## config.mk

```make
export PLATFORM = sky130hd
export DESIGN_NAME = decode_stage
export DESIGN_NICKNAME = d
export VERILOG_FILES = /design/src/verilog/decode_pkg.sv /design/src/verilog/instr_decoder.sv /design/src/verilog/imm_gen.sv /design/src/verilog/operand_resolve.sv /design/src/verilog/dispatch_reg.sv /design/src/verilog/decode_stage.sv
export VERILOG_INCLUDE_DIRS = /design/src /design/src/include
export SDC_FILE = /design/constraint.sdc
export NUM_CORES = 1
export LEC_CHECK = 0
export BUFFER_PORTS_ARGS = -buffer_cell sky130_fd_sc_hd__buf_2
export CAP_MARGIN = 20
export CORE_AREA = 5 5 165 167
export DETAILED_ROUTE_END_ITERATION = 8
export DIE_AREA = 0 0 170 172
export PLACE_DENSITY = 0.56
export SETUP_SLACK_MARGIN = 0.2
export SYNTH_ARGS = -nofsm -noshare
export SYNTH_HDL_FRONTEND = slang
export SYNTH_SLANG_ARGS = --single-unit
```

## constraint.sdc

```tcl
create_clock -name clk -period 1.78 [get_ports clk]
set_input_delay 0.267 -clock clk [delete_from_list [all_inputs] [get_ports clk]]
set_output_delay 0.267 -clock clk [all_outputs]
set_load 0.03 [all_outputs]
```

## src/include/decode_params.svh

```systemverilog
`ifndef DECODE_PARAMS_SVH
`define DECODE_PARAMS_SVH

// datapath and instruction word width
`define XLEN 32

// architectural register index
`define REG_IDX_W 5

// reorder buffer tag, 16 entries
`define ROB_TAG_W 4

// internal op code width, 37 ops fit in 6 bits
`define OP_W 6

// RV32I major opcodes, instr[6:0]
`define OPC_LOAD   7'b0000011
`define OPC_OP_IMM 7'b0010011
`define OPC_AUIPC  7'b0010111
`define OPC_STORE  7'b0100011
`define OPC_OP     7'b0110011
`define OPC_LUI    7'b0110111
`define OPC_BRANCH 7'b1100011
`define OPC_JALR   7'b1100111
`define OPC_JAL    7'b1101111

// funct7 values
// alt selects SUB over ADD and SRA/SRAI over SRL/SRLI
`define F7_BASE 7'b0000000
`define F7_ALT  7'b0100000

`endif

```

## src/verilog/decode_pkg.sv

```systemverilog
`include "decode_params.svh"

package decode_pkg;

    typedef logic [`XLEN-1:0]      word_t;
    typedef logic [`REG_IDX_W-1:0] reg_idx_t;
    typedef logic [`ROB_TAG_W-1:0] rob_tag_t;

    // supported RV32I ops
    typedef enum logic [`OP_W-1:0] {
        OP_LUI, OP_AUIPC, OP_JAL, OP_JALR,
        OP_BEQ, OP_BNE, OP_BLT, OP_BGE, OP_BLTU, OP_BGEU,
        OP_LB, OP_LH, OP_LW, OP_LBU, OP_LHU,
        OP_SB, OP_SH, OP_SW,
        OP_ADDI, OP_SLTI, OP_SLTIU, OP_XORI, OP_ORI, OP_ANDI,
        OP_SLLI, OP_SRLI, OP_SRAI,
        OP_ADD, OP_SUB, OP_SLL, OP_SLT, OP_SLTU,
        OP_XOR, OP_SRL, OP_SRA, OP_OR, OP_AND
    } op_e;

    // one fetched instruction with the free ROB tag
    typedef struct packed {
        word_t    instr;
        word_t    pc;
        rob_tag_t tag;
    } fetch_t;

    typedef struct packed {
        op_e      op;
        logic     to_lsb;
        logic     need_rs1;
        logic     need_rs2;
        logic     writes_rd;
        reg_idx_t rs1;
        reg_idx_t rs2;
        reg_idx_t rd;
        word_t    imm;
        word_t    pc;
    } decoded_t;

    typedef struct packed {
        reg_idx_t rs1;
        reg_idx_t rs2;
        logic     need_rs1;
        logic     need_rs2;
    } reg_query_t;

    // register status table answer
    typedef struct packed {
        logic     rs1_renamed;
        rob_tag_t rs1_tag;
        word_t    rs1_value;
        logic     rs2_renamed;
        rob_tag_t rs2_tag;
        word_t    rs2_value;
    } reg_resp_t;

    // ROB lookup answer, indexed by the tags in reg_resp
    typedef struct packed {
        logic  rs1_ready;
        word_t rs1_value;
        logic  rs2_ready;
        word_t rs2_value;
    } rob_resp_t;

    typedef struct packed {
        word_t    value;
        logic     pending;
        rob_tag_t tag;
    } operand_t;

    // shared payload for the reservation stations and the load/store buffer
    typedef struct packed {
        op_e      op;
        operand_t rs1;
        operand_t rs2;
        word_t    imm;
        rob_tag_t dest_tag;
        word_t    pc;
    } issue_t;

    typedef struct packed {
        rob_tag_t tag;
        op_e      op;
        reg_idx_t rd;
        logic     writes_rd;
        word_t    instr;
    } rob_alloc_t;

    typedef struct packed {
        reg_idx_t rd;
        rob_tag_t tag;
    } rename_t;

endpackage

```

## src/verilog/instr_decoder.sv

```systemverilog
`include "decode_params.svh"

module instr_decoder
    import decode_pkg::*;
(
    input  word_t instr,
    output op_e   op,
    output logic  to_lsb,
    output logic  need_rs1,
    output logic  need_rs2,
    output logic  writes_rd,
    output logic  legal
);

    logic [6:0] opcode;
    logic [2:0] funct3;
    logic [6:0] funct7;
    logic       rd_used;

    assign opcode = instr[6:0];
    assign funct3 = instr[14:12];
    assign funct7 = instr[31:25];

    always_comb begin
        op       = OP_ADDI;
        to_lsb   = 1'b0;
        need_rs1 = 1'b0;
        need_rs2 = 1'b0;
        rd_used  = 1'b0;
        legal    = 1'b1;
        case (opcode)
            `OPC_LUI: begin
                op      = OP_LUI;
                rd_used = 1'b1;
            end
            `OPC_AUIPC: begin
                op      = OP_AUIPC;
                rd_used = 1'b1;
            end
            `OPC_JAL: begin
                op      = OP_JAL;
                rd_used = 1'b1;
            end
            `OPC_JALR: begin
                op       = OP_JALR;
                need_rs1 = 1'b1;
                rd_used  = 1'b1;
                legal    = (funct3 == 3'b000);
            end
            `OPC_BRANCH: begin
                need_rs1 = 1'b1;
                need_rs2 = 1'b1;
                case (funct3)
                    3'b000:  op = OP_BEQ;
                    3'b001:  op = OP_BNE;
                    3'b100:  op = OP_BLT;
                    3'b101:  op = OP_BGE;
                    3'b110:  op = OP_BLTU;
                    3'b111:  op = OP_BGEU;
                    default: legal = 1'b0;
                endcase
            end
            `OPC_LOAD: begin
                to_lsb   = 1'b1;
                need_rs1 = 1'b1;
                rd_used  = 1'b1;
                case (funct3)
                    3'b000:  op = OP_LB;
                    3'b001:  op = OP_LH;
                    3'b010:  op = OP_LW;
                    3'b100:  op = OP_LBU;
                    3'b101:  op = OP_LHU;
                    default: legal = 1'b0;
                endcase
            end
            `OPC_STORE: begin
                to_lsb   = 1'b1;
                need_rs1 = 1'b1;
                need_rs2 = 1'b1;
                case (funct3)
                    3'b000:  op = OP_SB;
                    3'b001:  op = OP_SH;
                    3'b010:  op = OP_SW;
                    default: legal = 1'b0;
                endcase
            end
            `OPC_OP_IMM: begin
                need_rs1 = 1'b1;
                rd_used  = 1'b1;
                case (funct3)
                    3'b000: op = OP_ADDI;
                    3'b010: op = OP_SLTI;
                    3'b011: op = OP_SLTIU;
                    3'b100: op = OP_XORI;
                    3'b110: op = OP_ORI;
                    3'b111: op = OP_ANDI;
                    3'b001: begin
                        op    = OP_SLLI;
                        legal = (funct7 == `F7_BASE);
                    end
                    default: begin
                        // funct3 101, shift right by shamt
                        op    = (funct7 == `F7_ALT) ? OP_SRAI : OP_SRLI;
                        legal = (funct7 == `F7_BASE) || (funct7 == `F7_ALT);
                    end
                endcase
            end
            `OPC_OP: begin
                need_rs1 = 1'b1;
                need_rs2 = 1'b1;
                rd_used  = 1'b1;
                if (funct7 == `F7_BASE) begin
                    case (funct3)
                        3'b000:  op = OP_ADD;
                        3'b001:  op = OP_SLL;
                        3'b010:  op = OP_SLT;
                        3'b011:  op = OP_SLTU;
                        3'b100:  op = OP_XOR;
                        3'b101:  op = OP_SRL;
                        3'b110:  op = OP_OR;
                        default: op = OP_AND;
                    endcase
                end else if (funct7 == `F7_ALT && funct3 == 3'b000) begin
                    op = OP_SUB;
                end else if (funct7 == `F7_ALT && funct3 == 3'b101) begin
                    op = OP_SRA;
                end else begin
                    legal = 1'b0;
                end
            end
            // FENCE, SYSTEM and anything unknown
            default: legal = 1'b0;
        endcase
    end

    // x0 is never renamed
    assign writes_rd = rd_used && (instr[11:7] != '0);

endmodule

```

## src/verilog/imm_gen.sv

```systemverilog
`include "decode_params.svh"

module imm_gen
    import decode_pkg::*;
(
    input  word_t instr,
    output word_t imm
);

    always_comb begin
        case (instr[6:0])
            `OPC_LOAD, `OPC_OP_IMM, `OPC_JALR: begin
                imm = {{(`XLEN-12){instr[31]}}, instr[31:20]};
            end
            `OPC_STORE: begin
                imm = {{(`XLEN-12){instr[31]}}, instr[31:25], instr[11:7]};
            end
            `OPC_BRANCH: begin
                imm = {{(`XLEN-13){instr[31]}}, instr[31], instr[7],
                       instr[30:25], instr[11:8], 1'b0};
            end
            `OPC_LUI, `OPC_AUIPC: begin
                imm = {instr[31:12], 12'b0};
            end
            `OPC_JAL: begin
                imm = {{(`XLEN-21){instr[31]}}, instr[31], instr[19:12],
                       instr[20], instr[30:21], 1'b0};
            end
            // R type and unsupported formats
            default: imm = '0;
        endcase
    end

endmodule

```

## src/verilog/operand_resolve.sv

```systemverilog
module operand_resolve
    import decode_pkg::*;
(
    input  reg_idx_t index,
    input  logic     renamed,
    input  rob_tag_t reg_tag,
    input  word_t    reg_value,
    input  logic     rob_ready,
    input  word_t    rob_value,
    output operand_t operand
);

    always_comb begin
        operand.value   = '0;
        operand.pending = 1'b0;
        operand.tag     = '0;
        if (index == '0) begin
            // x0 reads as zero whatever the tables say
            operand.value = '0;
        end else if (!renamed) begin
            operand.value = reg_value;
        end else if (rob_ready) begin
            // producer finished but not yet committed
            operand.value = rob_value;
        end else begin
            operand.pending = 1'b1;
            operand.tag     = reg_tag;
        end
    end

endmodule

```

## src/verilog/dispatch_reg.sv

```systemverilog
module dispatch_reg
    import decode_pkg::*;
(
    input  logic     clk,
    input  logic     rst_n,
    input  logic     fetch_valid,
    input  logic     flush,
    input  logic     stall,
    input  logic     legal,
    input  decoded_t next,
    input  fetch_t   fetch,
    output decoded_t held,
    output fetch_t   held_fetch,
    output logic     held_valid
);

    logic capture;

    // flush or stall drops the offered instruction, no retry
    assign capture = fetch_valid && legal && !flush && !stall;

    // one-cycle strobe per captured instruction
    always_ff @(posedge clk or negedge rst_n) begin
        if (!rst_n) begin
            held_valid <= 1'b0;
        end else begin
            held_valid <= capture;
        end
    end

    // payload only loads on capture and holds otherwise
    always_ff @(posedge clk) begin
        if (capture) begin
            held       <= next;
            held_fetch <= fetch;
        end
    end

endmodule

```

## src/verilog/decode_stage.sv

```systemverilog
`include "decode_params.svh"

module decode_stage
    import decode_pkg::*;
(
    input  logic       clk,
    input  logic       rst_n,
    input  logic       fetch_valid,
    input  fetch_t     fetch,
    input  logic       flush,
    input  logic       stall,
    input  reg_resp_t  reg_resp,
    input  rob_resp_t  rob_resp,
    output reg_query_t reg_query,
    output logic       rs_issue,
    output logic       lsb_issue,
    output issue_t     issue,
    output logic       rob_alloc_valid,
    output rob_alloc_t rob_alloc,
    output logic       rename_valid,
    output rename_t    rename
);

    op_e                   dec_op;
    logic                  dec_to_lsb;
    logic                  dec_need_rs1;
    logic                  dec_need_rs2;
    logic                  dec_writes_rd;
    logic                  dec_legal;
    word_t                 dec_imm;
    logic [`REG_IDX_W-1:0] rs1_idx;
    logic [`REG_IDX_W-1:0] rs2_idx;
    logic [`REG_IDX_W-1:0] rd_idx;
    decoded_t              next;
    decoded_t              held;
    fetch_t                held_fetch;
    logic                  held_valid;
    operand_t              rs1_opnd;
    operand_t              rs2_opnd;

    instr_decoder i_instr_decoder (
        .instr     (fetch.instr),
        .op        (dec_op),
        .to_lsb    (dec_to_lsb),
        .need_rs1  (dec_need_rs1),
        .need_rs2  (dec_need_rs2),
        .writes_rd (dec_writes_rd),
        .legal     (dec_legal)
    );

    imm_gen i_imm_gen (
        .instr (fetch.instr),
        .imm   (dec_imm)
    );

    // unused register fields read as x0 so they resolve to zero
    assign rs1_idx = dec_need_rs1 ? fetch.instr[19:15] : '0;
    assign rs2_idx = dec_need_rs2 ? fetch.instr[24:20] : '0;
    assign rd_idx  = dec_writes_rd ? fetch.instr[11:7] : '0;

    assign next = '{op: dec_op, to_lsb: dec_to_lsb, need_rs1: dec_need_rs1,
                    need_rs2: dec_need_rs2, writes_rd: dec_writes_rd,
                    rs1: rs1_idx, rs2: rs2_idx, rd: rd_idx,
                    imm: dec_imm, pc: fetch.pc};

    dispatch_reg i_dispatch_reg (
        .clk         (clk),
        .rst_n       (rst_n),
        .fetch_valid (fetch_valid),
        .flush       (flush),
        .stall       (stall),
        .legal       (dec_legal),
        .next        (next),
        .fetch       (fetch),
        .held        (held),
        .held_fetch  (held_fetch),
        .held_valid  (held_valid)
    );

    // lookups answer in the same cycle
    assign reg_query = '{rs1: held.rs1, rs2: held.rs2,
                         need_rs1: held.need_rs1, need_rs2: held.need_rs2};

    operand_resolve i_rs1_resolve (
        .index     (held.rs1),
        .renamed   (reg_resp.rs1_renamed),
        .reg_tag   (reg_resp.rs1_tag),
        .reg_value (reg_resp.rs1_value),
        .rob_ready (rob_resp.rs1_ready),
        .rob_value (rob_resp.rs1_value),
        .operand   (rs1_opnd)
    );

    operand_resolve i_rs2_resolve (
        .index     (held.rs2),
        .renamed   (reg_resp.rs2_renamed),
        .reg_tag   (reg_resp.rs2_tag),
        .reg_value (reg_resp.rs2_value),
        .rob_ready (rob_resp.rs2_ready),
        .rob_value (rob_resp.rs2_value),
        .operand   (rs2_opnd)
    );

    assign rs_issue        = held_valid && !held.to_lsb;
    assign lsb_issue       = held_valid && held.to_lsb;
    assign rob_alloc_valid = held_valid;
    assign rename_valid    = held_valid && held.writes_rd;

    assign issue = '{op: held.op, rs1: rs1_opnd, rs2: rs2_opnd, imm: held.imm,
                     dest_tag: held_fetch.tag, pc: held.pc};

    assign rob_alloc = '{tag: held_fetch.tag, op: held.op, rd: held.rd,
                         writes_rd: held.writes_rd, instr: held_fetch.instr};

    assign rename = '{rd: held.rd, tag: held_fetch.tag};

endmodule

```

-- Word-level counts from Yosys, hierarchy flattened
Cells that the tools add are included.
- equal/unequal tests: 17
- mux-type cells: 35
- reduce and logical (&&, ||, !) cells: 29
- operator list (cell ; number):
    $mux W32 ; 6
    $pmux W32 S5 ; 1
    $pmux W6 S7 ; 2
    $pmux W6 S9 ; 1
    $mux W5 ; 6
    $pmux W5 S6 ; 1
    $eq A7 B6 Y1 const B ; 4
    $pmux W5 S5 ; 1
    $eq A7 B7 Y1 const B ; 3
    $mux W6 ; 3
    $reduce_or A6 Y1 ; 3
    $pmux W5 S3 ; 1
    $eq A7 B5 Y1 const B ; 2
    $eq A3 B3 Y1 const B ; 4
    $reduce_or A3 Y1 ; 4
    $logic_not A5 Y1 ; 2
    $mux W1 ; 10
    $logic_and A1 B1 Y1 ; 9
    $eq A7 B2 Y1 const B ; 1
    $logic_not A7 Y1 ; 1
    $pmux W1 S7 ; 1
    $reduce_or A7 Y1 ; 1
    $eq A3 B2 Y1 const B ; 2
    $reduce_bool A5 Y1 ; 1
    8 further kinds ; 11
- register bits: 126
- input bits: 213
- output and inout port bits: 221
- logic and storage cells: 94

-- Longest topological paths before layout
- depth after elaboration: 9
- gate-level depth with buffers: 8
- gate-level depth less buffers: 7

-- Cells and area by module
Synthesis repeated with hierarchy kept, for this count alone.
- cells, all modules: 657
- area, all modules: 7938.9 um2
- modules (own cells, without submodules) (module ; times used ; cells an instance ; area an instance (um2) ; sequential area each (um2)):
    dispatch_reg ; 1 ; 159 ; 4752.1 ; 4739.5
    operand_resolve ; 2 ; 125 ; 782.0 ; 0.0
    instr_decoder ; 1 ; 132 ; 820.8 ; 0.0
    imm_gen ; 1 ; 79 ; 546.8 ; 0.0
    decode_stage ; 1 ; 37 ; 255.2 ; 0.0

-- Least setup slack after synthesis
OpenSTA, ideal clock, no wires.
- kind: input-to-reg
- start point: in fetch[39] in the netlist's numbering
- end point: reg i_dispatch_reg.held_valid
- library setup time: 0.759 ns
- data arrival time: 7.370 ns
- data required time: 1.021 ns
- slack: -6.348 ns
- stages: 6
- buffers on the path: 1
- cell sequence: buf_6 -> nand4bb_4 -> or3_1 -> o21ai_1 -> a32oi_1 -> a21oi_1
- longest elaborated chain between the ends: 6
- elaborated cells on any way between the ends: 14
- classes of those cells: 9 x eq/ne; 1 x mux; 4 x reduce/logical
- RTL lines (what ; RTL line ; text):
    from (decl) ; decode_stage.sv:9 ; input fetch_t fetch,
    $eq A7 B6 Y1 (tied with other cells) ; instr_decoder.sv:31 ; case (opcode)
    $reduce_or A3 Y1 (no line) ; n/a ;
    $pmux W1 S7 * ; instr_decoder.sv:31 ;
    $logic_and A1 B1 Y1 * (3 in series) ; dispatch_reg.sv:20 ; assign capture = fetch_valid && legal && !flush && !stall;
    named net i_dispatch_reg.capture ; dispatch_reg.sv:17 ; logic capture;
    to (signal assigned) ; dispatch_reg.sv:27 ; held_valid <= capture;
    to (decl) ; dispatch_reg.sv:14 ; output logic held_valid
The timed path passes the listed nets; every way through them passes the cells marked *.
A chain may end at the register's enable or synchronous reset.

==> metrics.txt <==
post-place setup slack=-0.556 ns; Initial Util=0.276; nets=1345; slew margin rel.=0.740; Yosys warnings=0; maximum fanout along the worst path=4; hold path depth=1; layout cells sized above 1=0.624; fmax=437 MHz; CTS tree=built; largest net degree at the start of global routing=32; Hold Crit Class=input pin to register; unrepaired setup endpoints after global routing=yes; Via-to-Cell Ratio=4.48; crit path kind=register to output port; Final period util=1.29; DP HPWL=21700 µm; Max H-tree Level=4; Slew @ Worst Pin=0.387 ns; ys async rst share=0.00794; # DRC=0; Pre-antenna DRT Iters=5; crit path capture type=output port; CORE AREA=25600 µm²; violated checks=setup timing; Yosys reg bits=126; EDFF count, synth=125; Die Wd=170 µm; Mapped Area=7070 µm²; Mapped Nets=895; hold_sp=fetch[34]; area delta synth->final=73.7%; final setup vio count=156; Synth Flop Type=edfxtp_1; post-synth cell types=55; vias in the first global route=6441; number of max-cap violations=0; Post-Syn Instances=678; Boundary Pins=434; Peak supply drop=0.453 mV; clock period minus worst slack=2.29 ns; status=complete, but fails checks; first-pass GRT wire length=39700 µm; Req. time, crit path=1.51 ns; sequential element share of the synthesized area=0.534; Detail Route Antenna Nets=0; die height=172 µm; antenna violations before repair=3; routability cong.=0.941; WL final=28800 µm; Total Power=0.00796 W; Core Rows=59; syn avg cell area=10.4 µm²; Worst Hold End=i_dispatch_reg.held[30]$_DFFE_PP_; clock slew at reported path FFs=0.06 ns; fill count=2394; DIE AREA=29200 µm²; initial drt markers=311; Remaining Overflow, GRT=0; gr usage total=0.182; Startpoint Class=register; pwr dens=648 nW/µm²; drt wl/cell=19.5 µm; worst path arrival time=2.02 ns; CTS root buffer=clkbuf_16; Slew Viols, Final=0; P_leak=5.07 nW; CTS Buf Count=17; Hold Violations, Final=0; IO buf count=433; Sink Count=126; CTS Buffer Depth=2; final core occ=0.480; Via Count=6626; Setup WS post-layout=-0.509 ns
==> report_power, final <==
group | switching [W] | total [W] | internal, W
sequential | 0.000000683 | 0.00325 | 0.00325
clock | 0.00138 | 0.00318 | 0.00180
combinational | 0.000798 | 0.00153 | 0.000736
==> cells in the final DEF (no fill, tap or decap), types with 3 or more instances in the layout <==
cell type,n
o21a_1,3
a21o_1,20
buf_8,6
buf_4,78
nor4_4,3
a21oi_1,71
o21bai_1,3
buf_2,355
o21ai_0,14
clkinvlp_4,3
nor2_1,18
clkbuf_16,21
diode_2,3
buf_12,20
edfxtp_1,125
a21oi_4,3
inv_6,8
nand2_1,18
and2_1,21
nand2b_1,6
nand3_1,9
nor3_1,7
buf_6,88
a22o_1,5
buf_16,19
and2_4,9
a31oi_1,5
nor2b_1,72
nor2_4,64
==> critical path: stages (launching register included) <==
cell      delay (ns)
edfxtp_1        0.38
or4_4           0.55
nor2_4          0.16
buf_12          0.12
buf_16          0.11
buf_12          0.11
nor2_2          0.04
buf_6           0.14
==> kinds of logic (layout without fill, tap and decap cells) <==
group,Yosys count,in the layout,synth area share
and+or+nand+nor,254,254,0.196
buffers and inverters,148,610,0.138
AOI/OAI and AO/OA,145,145,0.124
DFF,126,126,0.534
adders and majority gates,4,4,0.00708
xor gates and xnor gates,1,1,0.00124
other,0,3,0
==> area by class of cell <==
type                    instances  area (µm²)  area share
diodes                          3        7.51    0.000611
flip-flops and latches        126        3780       0.308
inverters                       5        26.3     0.00214
multi-input cells             404        3020       0.245
clock buffers                  18         429      0.0349
repair buffers                574        4500       0.366
well taps                     335         419      0.0341
clock inverters                13         105     0.00856
==> routing by layer <==
metal / wire length (µm) / GRT usage / up-vias / part of all wire
met2: 14700 / 0.314 / 244 / 0.51
met1: 11800 / 0.230 / 3161 / 0.41
met3: 2010 / 0.0471 / 26 / 0.070
met5: 0 / 0 / - / 0
met4: 345 / 0.0403 / 0 / 0.012
li1: - / - / 3195 / -
==> Yosys cell counts (4+ instances only) <==
cell type	instances	area, µm²
inv_1	4	15.0
o21ai_0	14	70.1
ha_1	4	50.1
a22o_1	5	43.8
nand2_1	18	67.6
buf_4	107	803
nor2_1	83	312
nor2b_1	72	450
clkbuf_1	27	101
buf_2	8	40.0
nor3_1	10	50.1
a21oi_1	76	380
a21o_1	20	150
edfxtp_1	125	3750
and2_1	31	194
nand2b_1	6	37.5
a31oi_1	5	31.3
nand3_1	10	50.1
==> how the worst max path moves through the flow <==
| stage | slack (ns) | endpoint | cells past startpoint | start |
|---|---|---|---|---|
| after floorplan | -2.01 | i_dispatch_reg.held[0]$_DFFE_PP_ | 6 | fetch[39] |
| after global placement | -0.53 | i_dispatch_reg.held[3]$_DFFE_PP_ | 7 | fetch[42] |
| after detailed placement | -0.56 | i_dispatch_reg.held[28]$_DFFE_PP_ | 7 | fetch[42] |
| after CTS | -0.58 | issue[127] | 6 | i_dispatch_reg.held[74]$_SDFFCE_PN0P_ |
| after global routing | -0.59 | issue[104] | 7 | i_dispatch_reg.held[72]$_SDFFCE_PN0P_ |
| final | -0.51 | issue[104] | 7 | i_dispatch_reg.held[73]$_SDFFCE_PN0P_ |
==> stage by stage <==
| step | area (µm²) | hold slack [ns] | TNS, ns | instances |
|---|---|---|---|---|
| 5_1_grt | 12300 | -0.000110 | -48.36 | 1478 |
| 4_1_cts | 11900 | 0.00103 | -39.84 | 1464 |
| 3_3_place_gp | 10100 | 0.0439 | -70.71 | 1396 |
| 6_report | 12300 | 0.0256 | -38.16 | 1478 |
| 2_1_floorplan | 7780 | -0.0286 | -253.21 | 678 |
| 3_5_place_dp | 10100 | 0.0437 | -73.73 | 1396 |
==> repair_timing <==
| action | in CTS | in global routing |
|---|---|---|
| setup endpoints to repair | 200 | 212 |
| hold buffers | 1 | 1 |
| hold endpoints to repair | 1 | 1 |
| pin swaps | 9 | 10 |
| buffers inserted | 20 | 6 |
| cloned | 16 | 4 |
| gates resized for setup | 181 | 58 |
==> sequential cells by signal, summed over array words and instances, names as in the netlist <==
register / count
i_dispatch_reg.held: 89
i_dispatch_reg.held_fetch: 36
i_dispatch_reg.held_valid: 1
Power figures use the tool's default switching activity.
